===== src/verilog/user_io_pkg.sv =====
package user_io_pkg;

	// command codes, first byte of every SPI frame
	localparam logic [7:0] CMD_BUT_SW   = 8'h01;
	localparam logic [7:0] CMD_KEYBOARD = 8'h05;
	localparam logic [7:0] CMD_STATUS   = 8'h1e;
	localparam logic [7:0] CMD_CORE_MOD = 8'h21;
	localparam logic [7:0] CMD_JOY_BASE = 8'h60;
	localparam logic [7:0] CMD_JOY_LAST = 8'h64;

	// answer shifted out on MISO while the command byte comes in
	localparam logic [7:0] CORE_TYPE = 8'ha4;

	localparam int JOY_COUNT = 5;

	// clk_sys cycles per half period of the emulated keyboard clock
	localparam int PS2_DIV        = 4;
	localparam int PS2_FIFO_DEPTH = 8;

	// scan code prefixes
	localparam logic [7:0] KEY_EXTENDED_PREFIX = 8'he0;
	localparam logic [7:0] KEY_BREAK_PREFIX    = 8'hf0;

	// payload byte of command 0x01
	typedef struct packed {
		logic       unused;
		logic       no_csync;
		logic       ypbpr;
		logic       scandoubler_disable;
		logic [1:0] switches;
		logic [1:0] buttons;
	} but_sw_t;

	typedef logic [31:0] joystick_t;
	typedef logic [63:0] status_t;

	// one received byte in the clk_sys domain
	// first marks the command byte of a frame
	typedef struct packed {
		logic       valid;
		logic       first;
		logic [7:0] data;
	} spi_rx_t;

	typedef struct packed {
		logic       pressed;
		logic       extended;
		logic [7:0] code;
	} key_event_t;

endpackage


===== src/verilog/ps2_sender.sv =====
module ps2_sender (
	input  logic       clk_sys,
	input  logic       push_valid,
	input  logic [7:0] push_data,
	output logic       ps2_kbd_clk,
	output logic       ps2_kbd_data
);

	localparam int PTR_W = $clog2(user_io_pkg::PS2_FIFO_DEPTH);
	localparam int DIV_W = $clog2(user_io_pkg::PS2_DIV + 1);

	// fifo, pointers carry one extra wrap bit
	logic [7:0]   fifo [user_io_pkg::PS2_FIFO_DEPTH];
	logic [PTR_W:0] wptr = '0;
	logic [PTR_W:0] rptr = '0;
	logic fifo_empty;
	logic fifo_full;

	// free running ps2 clock
	logic [DIV_W-1:0] div_cnt = '0;
	logic ps2_clk = 1'b0;
	logic clk_rise;

	// 0 idle, 1 start, 2..9 data, 10 parity, 11 stop
	logic [3:0] tx_state = 4'd0;
	logic [7:0] tx_byte;
	logic       tx_parity;
	logic       data_q = 1'b1;

	assign fifo_empty = (wptr == rptr);
	assign fifo_full  = (wptr[PTR_W-1:0] == rptr[PTR_W-1:0]) && (wptr[PTR_W] != rptr[PTR_W]);

	// a push into a full fifo is dropped
	always_ff @(posedge clk_sys) begin
		if (push_valid && !fifo_full) begin
			fifo[wptr[PTR_W-1:0]] <= push_data;
			wptr <= wptr + 1'b1;
		end
	end

	assign clk_rise = (div_cnt == DIV_W'(user_io_pkg::PS2_DIV - 1)) && !ps2_clk;

	always_ff @(posedge clk_sys) begin
		if (div_cnt == DIV_W'(user_io_pkg::PS2_DIV - 1)) begin
			div_cnt <= '0;
			ps2_clk <= ~ps2_clk;
		end else
			div_cnt <= div_cnt + DIV_W'(1);
	end

	// every step happens on the rising ps2 edge, host samples on falling
	always_ff @(posedge clk_sys) begin
		if (clk_rise) begin
			case (tx_state)
				4'd0: if (!fifo_empty) begin
					tx_byte   <= fifo[rptr[PTR_W-1:0]];
					rptr      <= rptr + 1'b1;
					// odd parity, starts at one
					tx_parity <= 1'b1;
					data_q    <= 1'b0;
					tx_state  <= 4'd1;
				end
				4'd1, 4'd2, 4'd3, 4'd4, 4'd5, 4'd6, 4'd7, 4'd8: begin
					// lsb first
					data_q    <= tx_byte[0];
					tx_byte   <= {1'b0, tx_byte[7:1]};
					tx_parity <= tx_parity ^ tx_byte[0];
					tx_state  <= tx_state + 4'd1;
				end
				4'd9: begin
					data_q   <= tx_parity;
					tx_state <= 4'd10;
				end
				4'd10: begin
					data_q   <= 1'b1;
					tx_state <= 4'd11;
				end
				default: tx_state <= 4'd0;
			endcase
		end
	end

	// clock is parked high while nothing is sent
	assign ps2_kbd_clk  = ps2_clk || (tx_state == 4'd0);
	assign ps2_kbd_data = data_q;

endmodule


===== config.mk =====
export PLATFORM = sky130hd
export DESIGN_NAME = ps2_sender
export DESIGN_NICKNAME = d
export VERILOG_FILES = /design/src/verilog/user_io_pkg.sv /design/src/verilog/ps2_sender.sv
export SDC_FILE = /design/constraint.sdc
export NUM_CORES = 1
export LEC_CHECK = 0
export BUFFER_PORTS_ARGS = -buffer_cell sky130_fd_sc_hd__buf_2
export CORE_MARGIN = 5
export CORE_UTILIZATION = 60
export CTS_CLUSTER_SIZE = 25
export DETAILED_ROUTE_END_ITERATION = 10
export PLACE_DENSITY_LB_ADDON = 0.3
export SLEW_MARGIN = 20
export SYNTH_ARGS = -nofsm -noshare
export SYNTH_HDL_FRONTEND = slang
export SYNTH_SLANG_ARGS = --single-unit

===== constraint.sdc =====
create_clock -name clk_sys -period 4.68 [get_ports clk_sys]
set_input_delay 0.468 -clock clk_sys [delete_from_list [all_inputs] [get_ports clk_sys]]
set_output_delay 0.468 -clock clk_sys [all_outputs]
set_load 0.05 [all_outputs]

==> results of run 1 <==
[synth_stat cells, drive strengths merged (2+ instances only)]
cell type / number / area (sq um)
edfxtp: 87 / 2613
mux2: 16 / 187.7
mux4: 16 / 401.6
inv: 11 / 41.29
nor2: 11 / 41.29
ha: 9 / 112.6
xor2: 7 / 61.31
dfxtp: 6 / 120.1
xnor2: 6 / 52.55
buf: 5 / 52.55
nand2: 5 / 18.77
nor3: 5 / 30.03
o21ai: 5 / 25.02
clkbuf: 4 / 15.01
a21oi: 3 / 15.01
nand2b: 3 / 18.77
nand3: 3 / 15.01
nor2b: 2 / 12.51
[stage by stage]
stage	area, sq um	instances	setup WS [ns]	total power (uW)	utilization, %
after detailed placement	4016	293	2.088	2183	63.25
after floorplan	3920	213	2.431	2020	-
after global placement	4011	293	1.959	2154	63.17
final	4235	309	2.113	2733	66.70
after global routing	4235	309	1.873	2890	66.70
after CTS	4235	309	2.067	2760	66.70
[registers in the layout, indices dropped and copies added (netlist names), named ones only]
signal / count
tx_state: 4
ps2_clk: 1
tx_parity: 1
wptr: 4
rptr: 4
tx_byte: 8
ps2_kbd_data: 1
fifo: 64
div_cnt: 3
[report_power, final]
group | internal [uW] | switching (uW) | total, uW
clock | 304 | 274 | 578
sequential | 1180 | 177 | 1360
combinational | 414 | 380 | 794
total | 1900 | 831 | 2730
[cell families (layout without fill, tap and decap cells)]
group / Yosys count / count (layout) / share of synthesized area (%)
DFF: 93 / 93 / 69.71
and+or+nand+nor: 33 / 33 / 4.341
muxes: 32 / 32 / 15.03
buffers and inverters: 20 / 39 / 2.777
AOI/OAI and AO/OA: 13 / 13 / 2.362
xor gates and xnor gates: 13 / 13 / 2.905
adders and majority gates: 9 / 9 / 2.873
[worst reg2reg max path, cell delays in order, from the launching register on]
cell      delay [ns]
edfxtp_1        0.47
inv_1           0.14
ha_1            0.18
inv_1           0.06
o21ai_0         0.27
o31ai_4         0.27
a21oi_1         0.81
[routing by layer]
metal,GRT usage [%],vias up
met5,0,-
met4,6.235,0
met3,4.250,7
met2,24.46,39
met1,21.63,922
li1,-,853
[final timing paths]
path	cells past startpoint	slack (ns)	end	from
max reg2reg	6	2.11	tx_byte[1]	tx_state[0]
min reg2reg	1	0.42	div_cnt[0]	div_cnt[0]
min	1	0.38	fifo[7][4]	push_data[4]
max	6	2.11	tx_byte[1]	tx_state[0]
[final cells by class]
| type | count | area share, % |
|---|---|---|
| repair buffers | 12 | 1.477 |
| inverters | 11 | 0.9749 |
| well taps | 77 | 2.275 |
| flip-flops and latches | 93 | 64.52 |
| multi-input cells | 100 | 25.58 |
| clock inverters | 7 | 2.245 |
| clock buffers | 9 | 2.925 |
==> metrics.md, run 1 <==
| Metric | Value |
|---|---|
| Status | `finished, final reports clean` |
| Kind of critical path | `flip-flop to flip-flop` |
| DR vias/cell | `5.893` |
| WL/cell | `19.45 um` |
| Final Hold Slack | `0.3848 ns` |
| Netlist cell types | `32` |
| # IOs | `12` |
| WL met3 | `225 um` |
| # fillers | `approximately 430` |
| Chip height | `just over 90 um` |
| DRC viols | `0` |
| MaxCap Viol Count | `0` |
| CTS Sinks | `93` |
| Largest net degree at the start of global routing | `17` |
| Area delta synth->final | `8.043%` |
| Worst VDD drop | `0.4760 mV` |
| Clk buf depth | `2` |
| CP bufs+invs | `2` |
| DP HPWL | `slightly below 4 mm` |
| Gr usage total | `between 10% and 20%` |
| Highest metal used | `met4` |
| Most common cell after layout, fill and taps aside | `edfxtp_1` |
| PD cells | `645.3 nW/um^2` |
| Critical path's largest stage delay | `0.80 ns` |
| Startpoint types | `flip-flop` |
| Multi-input gate area | `1084 sq um` |
| Resize count post-CTS | `0` |
| Sequential-to-total area share from yosys stat | `69.71%` |
| Die W | `between 90 and 100 um` |
| Largest delay share family, worst path | `compound AO/OA/AOI/OAI gates` |
| Initial Utilization | `between 60 and 70%` |
| Cells after Synth | `213` |
| Crit-path max FO | `16` |
| Slew @ Worst Pin | `0.9546 ns` |
| RePlAce Congestion | `between 0.7 and 0.8` |
| Share of post-route cells with drive strength above 1 | `22.41%` |
| CTS tree | `yes` |
| Leak Pwr | `about 0.0015 uW` |
| Primary FF master, synth | `edfxtp_1` |
| Yosys warns | `0` |
| CP most frequent cell | `inv_1` |
| DRT iter0 DRCs | `127` |
| CTS clk-pin slew, worst paths | `approximately 0.09 ns` |
| Core ar. | `roughly 6300 sq um` |
| First-pass GRT wire length | `9.701 mm` |
| Die area | `8250 sq um` |
| Register area | `2733 sq um` |
| CTS Hold Buffers Added | `0` |
| Routed wire length | `6.011 mm` |
| Syn Nets | `232` |
| Antenna diodes | `0` |
| Wire length on met1 | `2.770 mm` |
| Final Cycle Share | `a little over half` |
| Num rows | `29` |
| Layout Skew | `between 0.008 and 0.009 ns` |
| IO Port Bufs | `11` |
| Vias in the first global route | `1838` |
| Root Buffer | `clkbuf_8` |
| Avg Cell Area, Syn | `18.40 sq um` |
| CTS Buf Count | `9` |
| Mapped cell area | `3920 sq um` |
| RSZ-0062 raised after global routing | `false` |
| GRT overflow | `0` |
| Final ANT Viol Nets | `0` |
| Worst skew pair latency | `0.35 ns` |
| Max Clock Freq | `389.6 MHz` |
| Final #Nets | `246` |
| DR WL met2 | `2.925 mm` |
| Setup Fix Bufs, Post-CTS | `0` |
| Final setup vio count | `0` |
| Hold Fails Final Rpt | `0` |
| Via Count | `1821` |
| Final min period | `2.567 ns` |
| Setup TNS | `0 ns` |
| Max Slew Vio Count | `0` |
| Commonest cells after routing, fill and taps aside | `edfxtp_1 (87), mux2_2 (14)` |
| Hold Path Class | `primary input to flip-flop` |
| # H-tree levels | `3` |
| CP Data Arrival Time | `approximately 2.6 ns` |
| Crit. End Element | `flip-flop` |
| Critical Path, Cell by Cell | `inv_1 -> ha_1 -> inv_1 -> o21ai_0 -> o31ai_4 -> a21oi_1` |
| Initial antenna violation count | `0` |
| Critical Path RT | `between 4 and 5 ns` |
| Post-synth ARST share | `0%` |
| CP max stage cell | `a21oi_1` |
| Flops & latches, synth | `93` |
| Detailed Routing Iterations Pass 1 | `4` |
| EDFF count, synth | `87` |
| Slew margin rel. | `36.36%` |
Note: power is estimated with default switching activity, not from simulation.
==> inputs of run 2 (changes only) <==
--- a/config.mk
+++ b/config.mk
@@ -5,6 +5,7 @@
 export SDC_FILE = /design/constraint.sdc
 export NUM_CORES = 1
 export LEC_CHECK = 0
+export ABC_AREA = 1
 export BUFFER_PORTS_ARGS = -buffer_cell sky130_fd_sc_hd__buf_2
 export CORE_MARGIN = 5
 export CORE_UTILIZATION = 60
==> constraint.sdc (replaced) <==
create_clock -name clk_sys -period 2.5 [get_ports clk_sys]
set_input_delay 0.25 -clock clk_sys [delete_from_list [all_inputs] [get_ports clk_sys]]
set_output_delay 0.25 -clock clk_sys [all_outputs]
set_load 0.05 [all_outputs]
==> run 2 against run 1 <==
Compared with the run above: critical path depth rose by 3; utilization up 0.50 points; non-clock buffer count up 12; synthesized area grew 7.4%; clock skew grew 0.0046 ns; design area rose by 7.8%; clock power up 52%; largest cell class unchanged.
==> metrics.md, run 2 <==
| Metric | Value |
|---|---|
| WL/cell | `14.58 um (-25%)` |
| Sequential-to-total area share from yosys stat | `64.92% (-4.8 points)` |
| Adder-Cell Fraction of Synth Area | `2.675% (-0.20 points)` |
| # IOs | `12 (unchanged)` |
| MaxCap Viol Count | `0 (unchanged)` |
| Post-synth top area share | `62.07% (-4.6 points)` |
| # fillers | `527 (+23%)` |
| CP Data Arrival Time | `2.20 ns (-0.35 ns)` |
| Post-synth ARST share | `0% (unchanged)` |
| DRC viols | `0 (unchanged)` |
| Post-synthesis mux area share | `0% (-15 points)` |
| Post-synthesis compound-gate area fraction | `0.7134% (-1.6 points)` |
| Leak Pwr | `0.001972 uW (+33%)` |
| Synth Area in Simple Gates | `22.03% (+18 points)` |
| Startpoint types | `flip-flop` |
| EDFF count, synth | `87 (unchanged)` |
| Antenna diodes | `0 (unchanged)` |
| Final min period | `2.074 ns (-0.4921 ns)` |
| Worst R2R End | `tx_byte[4]` |
| Worst R2R Setup Slack | `0.43 ns (-1.69 ns)` |
| RSZ-0062 raised after global routing | `false` |
| Area leader, netlist | `edfxtp_1` |
| Clk buf depth | `2 (unchanged)` |
| HP Start | `push_data[5]` |
| First-pass GRT wire length | `12.92 mm (+33%)` |
| Slew @ Worst Pin | `0.5904 ns (-0.3642 ns)` |
| Worst r2r path cells | `9 (+3)` |
| Commonest cells after routing, fill and taps aside | `nand2_1 (121), edfxtp_1 (87), inv_1 (67)` |
| RePlAce Congestion | `0.8000 (+0.15%)` |
| Most common cell after layout, fill and taps aside | `nand2_1` |
| Inst Count DP | `525 (+79%)` |
| Share of post-route cells with drive strength above 1 | `10.56% (-12 points)` |
| Layout Skew | `0.01320 ns (+0.004606 ns)` |
| CTS Sinks | `93 (unchanged)` |
| Largest family of logic cells by synthesized area | `simple AND/OR/NAND/NOR gates` |
| Slew margin rel. | `60.60% (+24 points)` |
| Final #Nets | `459 (+87%)` |
| Largest net degree at the start of global routing | `33 (+16)` |
| Count leader, synth | `nand2_1` |
| Resize count post-CTS | `0 (unchanged)` |
| Routed wire length | `7.888 mm (+31%)` |
| Final design utilization | `67.20% (+0.50 points)` |
| Kind of critical path | `flip-flop to flip-flop` |
| Status | `finished, final reports clean` |
| Commonest cells post-synth | `nand2_1 (121), edfxtp_1 (87), inv_1 (67), nand3_1 (60), nor2_1 (31)` |
| CTS tree | `yes` |
| Initial Utilization | `61.95% (+0.22 points)` |
| DP HPWL | `5.179 mm (+32%)` |
| Initial antenna violation count | `0 (unchanged)` |
| Cells after Synth | `418 (+96%)` |
| Vias in the first global route | `2680 (+46%)` |
| Crit path from | `tx_state[0]` |
| Worst skew pair latency | `0.37 ns (+0.02 ns)` |
| Final ANT Viol Nets | `0 (unchanged)` |
| Root Buffer | `clkbuf_8` |
| Netlist cell types | `20 (-38%)` |
| GRT overflow | `0 (unchanged)` |
| Worst VDD drop | `0.6287 mV (+32%)` |
| Hold EP | `fifo[2][5]` |
| Hold Path Class | `primary input to flip-flop` |
| # H-tree levels | `3 (unchanged)` |
| Crit. End Element | `flip-flop` |
| Mapped cell area | `4209 sq um (+7.4%)` |
| Reg2reg start | `tx_state[0]` |
| Area delta synth->final | `8.472%` |
| PD cells | `970.2 nW/um^2 (+50%)` |
| Core ar. | `6794 sq um (+7.0%)` |
| Max Clock Freq | `482.1 MHz (+24%)` |
| Syn Nets | `437 (+88%)` |
| Setup Fix Bufs, Post-CTS | `0 (unchanged)` |
| Chip height | `93.76 um (+3.2%)` |
| Setup TNS | `0 ns (unchanged)` |
| Primary FF master, synth | `edfxtp_1` |
| CTS clk-pin slew, worst paths | `0.09 ns (about the same)` |
| CTS Hold Buffers Added | `0 (unchanged)` |
| Flops & latches, synth | `93 (unchanged)` |
| Crit-path max FO | `12 (-4)` |
| Hold Fails Final Rpt | `0 (unchanged)` |
| Xor-xnor portion of the synthesized cell area | `1.457% (-1.4 points)` |
| Synth top area cells | `edfxtp_1 (62%), nand2_1 (11%), nand3_1 (7.1%)` |
| Final Cycle Share | `82.98% (+28 points)` |
| Num rows | `30 (+3.4%)` |
| Largest register FFs | `64 (unchanged)` |
| Hold path cells | `1 (unchanged)` |
| Via Count | `2778 (+53%)` |
| Detailed Routing Iterations Pass 1 | `5 (+1)` |
| Avg Cell Area, Syn | `10.07 sq um (-45%)` |
| DR vias/cell | `5.135 (-13%)` |
| CTS Buf Count | `9 (unchanged)` |
| DRT iter0 DRCs | `253 (+99%)` |
| Gr usage total | `19.68% (+3.8 points)` |
| Yosys warns | `0 (unchanged)` |
| IO Port Bufs | `11 (unchanged)` |
| Die W | `93.76 um (+3.2%)` |
| Final Non-Filler Cells | `541 (+75%)` |
| Max Slew Vio Count | `0 (unchanged)` |
| Critical Path RT | `2.62 ns (-2.04 ns)` |
| Die area | `8790 sq um (+6.5%)` |
| Final setup vio count | `0 (unchanged)` |
==> run 2: cell types whose count changed after synthesis, moves of 7 or more <==
cell | previous run | this run
buf_4 | 0 | 7
inv_1 | 11 | 67
mux2_2 | 14 | 0
mux4_1 | 11 | 0
nand2_1 | 5 | 121
nand3_1 | 3 | 60
nor2_1 | 11 | 31
==> run 2: worst max-delay path by stage <==
stage,to,cells past startpoint
final,tx_byte[4],9
after global routing,tx_byte[4],9
after CTS,tx_byte[4],9
after detailed placement,tx_byte[4],9
after global placement,tx_byte[0],9
after floorplan,tx_byte[0],8
==> run 2: layout make-up <==
cell class                 instances  area, sq um  share of cell area [%]
inverter                          70        264.0                   5.782
clock buffer                      10        127.6                   2.795
tap                               96        120.1                   2.631
clock inverter                     6        37.54                  0.8221
timing repair buffer              24        152.6                   3.343
sequential                        93         2733                   59.85
multi-input combinational        242         1131                   24.77
==> run 2: through the flow <==
stage	power (uW)	setup WS, ns	hold slack (ns)	instance area [sq um]
global route	4727	0.2214	0.1515	4566
finish	4430	0.4256	0.1547	4566
CTS	4446	0.4228	0.1400	4566
detailed placement	3571	0.4724	0.4430	4400
global placement	3523	0.6377	0.4076	4400
floorplan	3210	0.6813	0.3489	4209
==> run 2: worst max-delay path, cell delays in order (launching register included) <==
cell,delay (ns)
edfxtp_1,0.45
inv_1,0.16
ha_1,0.21
nand3_1,0.09
nand2_1,0.06
nand2_1,0.07
nand2_1,0.32
clkinv_2,0.24
nand3_1,0.16
nand2_1,0.06
==> run 2: per-layer routing <==
| layer | vias to the layer above | global-route usage, % | wire length (um) |
|---|---|---|---|
| met5 | - | 0 | 0 |
| met4 | 0 | 9.747 | 191 |
| met3 | 17 | 3.205 | 534 |
| met2 | 90 | 31.34 | 3760 |
| met1 | 1287 | 26.23 | 3401 |
| li1 | 1384 | - | - |
==> run 2: logic make-up (layout without fill, tap and decap cells) <==
kind of cell	Yosys count	in the layout
AND/OR/NAND/NOR	220	220
XOR/XNOR	7	7
adder cells (fa/ha/maj)	9	9
flip-flops	93	93
buffers and inverters	83	110
AO/OA/AOI/OAI	6	6
==> run 2: report_power, final <==
group	switching, uW	leakage [uW]	internal (uW)
logic	936	0.00103	471
registers	149	0.000858	2000
clock network	518	0.0000817	358
total	1600	0.00197	2830
==> inputs of run 3 (changes only) <==
==> constraint.sdc (replaced) <==
create_clock -name clk_sys -period 2.1 [get_ports clk_sys]
set_input_delay 0.21 -clock clk_sys [delete_from_list [all_inputs] [get_ports clk_sys]]
set_output_delay 0.21 -clock clk_sys [all_outputs]
set_load 0.05 [all_outputs]
==> run 3 against run 2 <==
Compared with the run above: utilization rose by 0.59 points; non-clock buffer count grew 3; design area grew 0.88%; combinational power grew 20%; via count is 0.54% lower; clock power increased by 26%; global-route usage barely moved; setup slack worse by 0.25 ns; total power up 20%; sequential cell count did not move; critical path type is now flip-flop to primary output; critical endpoint is now ps2_kbd_clk; largest power group unchanged.
==> metrics.md, run 3 (synthesized netlist as in run 2, its figures left out) <==
| Metric | Value |
|---|---|
| Share of post-route cells with drive strength above 1 | `11.83% (+1.3 points)` |
| Largest delay share family, worst path | `flip-flops` |
| Core ar. | `6794 sq um (unchanged)` |
| MaxCap Viol Count | `0 (unchanged)` |
| Final min period | `slightly below 2 ns` |
| Crit-path max FO | `5 (-7)` |
| Commonest cells after routing, fill and taps aside | `nand2_1 (121), edfxtp_1 (87), inv_1 (67)` |
| Hold Fails Final Rpt | `0 (unchanged)` |
| Die W | `93.76 um (unchanged)` |
| CP bufs+invs | `2 (unchanged)` |
| Hold Path Class | `primary input to flip-flop` |
| Setup Fix Bufs, Post-CTS | `0 (unchanged)` |
| Antenna diodes | `0 (unchanged)` |
| Leak Pwr | `0.001991 uW (+0.97%)` |
| Layout Skew | `0.006727 ns (-0.006473 ns)` |
| Worst VDD drop | `0.8061 mV (+28%)` |
| Num rows | `30 (unchanged)` |
| Initial Utilization | `61.95% (unchanged)` |
| Max Slew Vio Count | `0 (unchanged)` |
| DR WL met2 | `3.741 mm (-0.51%)` |
| Critical Path, Cell by Cell | `inv_1 -> ha_1 -> nand2_1 -> nand2_1 -> buf_2` |
| PD cells | `1158 nW/um^2 (+19%)` |
| DRT iter0 DRCs | `163 (-36%)` |
| Clk buf depth | `2 (unchanged)` |
| Largest register FFs | `64 (unchanged)` |
| Most common cell after layout, fill and taps aside | `nand2_1` |
| Slew margin rel. | `59.67% (-0.93 points)` |
| Detailed Routing Iterations Pass 1 | `4 (-1)` |
| Highest metal used | `met4` |
| Via Count | `2763 (-0.54%)` |
| WL/cell | `14.33 um (-1.7%)` |
| Chip height | `93.76 um (unchanged)` |
| DRC viols | `0 (unchanged)` |
| Die area | `8790 sq um (unchanged)` |
| Inst Count DP | `528 (+0.57%)` |
| CP most frequent cell | `nand2_1` |
| Vias in the first global route | `2684 (+0.15%)` |
| Final Non-Filler Cells | `544 (+0.55%)` |
| Final setup vio count | `0 (unchanged)` |
| RePlAce Congestion | `0.8278 (+3.5%)` |
| Area delta synth->final | `9.423%` |
| Final Cycle Share | `between 90% and 100%` |
| Worst skew pair latency | `0.36 ns (about the same)` |
| CTS Sinks | `93 (unchanged)` |
| GRT overflow | `0 (unchanged)` |
| # H-tree levels | `3 (unchanged)` |
| Max Clock Freq | `519.3 MHz` |
| Status | `finished, final reports clean` |
| Largest net degree at the start of global routing | `21 (-36%)` |
| CTS clk-pin slew, worst paths | `0.09 ns (about the same)` |
| Register area | `2733 sq um (unchanged)` |
| Startpoint types | `flip-flop` |
| Wire length on met1 | `3.500 mm (+2.9%)` |
| CTS Buf Count | `9 (unchanged)` |
| Critical Path RT | `1.89 ns (-0.73 ns)` |
| Crit. End Element | `primary output` |
| Gr usage total | `19.64% (-0.042 points)` |
| Final ANT Viol Nets | `0 (unchanged)` |
| Multi-input gate area | `1131 sq um (unchanged)` |
| Final #Nets | `462 (+0.65%)` |
| CTS tree | `yes` |
| Slew @ Worst Pin | `0.6043 ns (+0.01389 ns)` |
| DR vias/cell | `5.079 (-1.1%)` |
| RSZ-0062 raised after global routing | `false` |
| Resize count post-CTS | `0 (unchanged)` |
| Setup TNS | `0 ns (unchanged)` |
| DP HPWL | `5.166 mm (-0.26%)` |
| Routed wire length | `7.798 mm (-1.1%)` |
| Root Buffer | `clkbuf_8` |
| CP Data Arrival Time | `1.72 ns (-0.48 ns)` |
| Kind of critical path | `flip-flop to primary output` |
| CP max stage cell | `edfxtp_1` |
| IO Port Bufs | `11 (unchanged)` |
| WL met3 | `391 um (-27%)` |
| # IOs | `12 (unchanged)` |
| Initial antenna violation count | `0 (unchanged)` |
| CTS Hold Buffers Added | `0 (unchanged)` |
| First-pass GRT wire length | `13.04 mm (+0.91%)` |
| Power Total | `5336 uW (+20%)` |
| Critical path's largest stage delay | `0.44 ns (about the same)` |
| # fillers | `511 (-3.0%)` |
[run 3: worst paths after layout]
check | slack [ns] | startpoint | depth (start not counted) | to
max reg2reg | 0.25 | tx_state[0] | 8 | tx_byte[0]
min | 0.11 | push_data[3] | 1 | fifo[7][3]
min reg2reg | 0.43 | div_cnt[0] | 1 | div_cnt[0]
max | 0.17 | tx_state[0] | 5 | ps2_kbd_clk
[run 3: through the flow]
stage / worst slack [ns] / hold WS (ns) / cell area (sq um) / utilization, %
3_3_place_gp: 0.3534 / 0.4074 / 4423 / 65.10
3_5_place_dp: 0.2993 / 0.4210 / 4423 / 65.10
5_1_grt: 0.06924 / 0.09860 / 4606 / 67.79
6_report: 0.1744 / 0.1079 / 4606 / 67.79
4_1_cts: 0.1690 / 0.09261 / 4606 / 67.79
2_1_floorplan: 0.2813 / 0.3089 / 4209 / -
[run 3: routing by layer]
| layer | up-vias | global-route usage (%) |
|---|---|---|
| li1 | 1387 | - |
| met1 | 1294 | 25.58 |
| met2 | 67 | 32.11 |
| met3 | 15 | 4.487 |
| met4 | 0 | 7.461 |
| met5 | - | 0 |
[run 3: report_power, final]
group | internal [uW] | leakage [uW] | switching [uW]
logic | 587 | 0.00105 | 1100
registers | 2380 | 0.000858 | 169
clock network | 448 | 0.0000857 | 649
total | 3410 | 0.00199 | 1920
[run 3: final cells by class]
cell class / count / area share, %
timing repair buffer: 27 / 3.803
clock inverter: 7 / 1.277
clock buffer: 9 / 2.689
tap: 96 / 2.608
inverter: 70 / 5.732
multi-input combinational: 242 / 24.56
sequential: 93 / 59.33
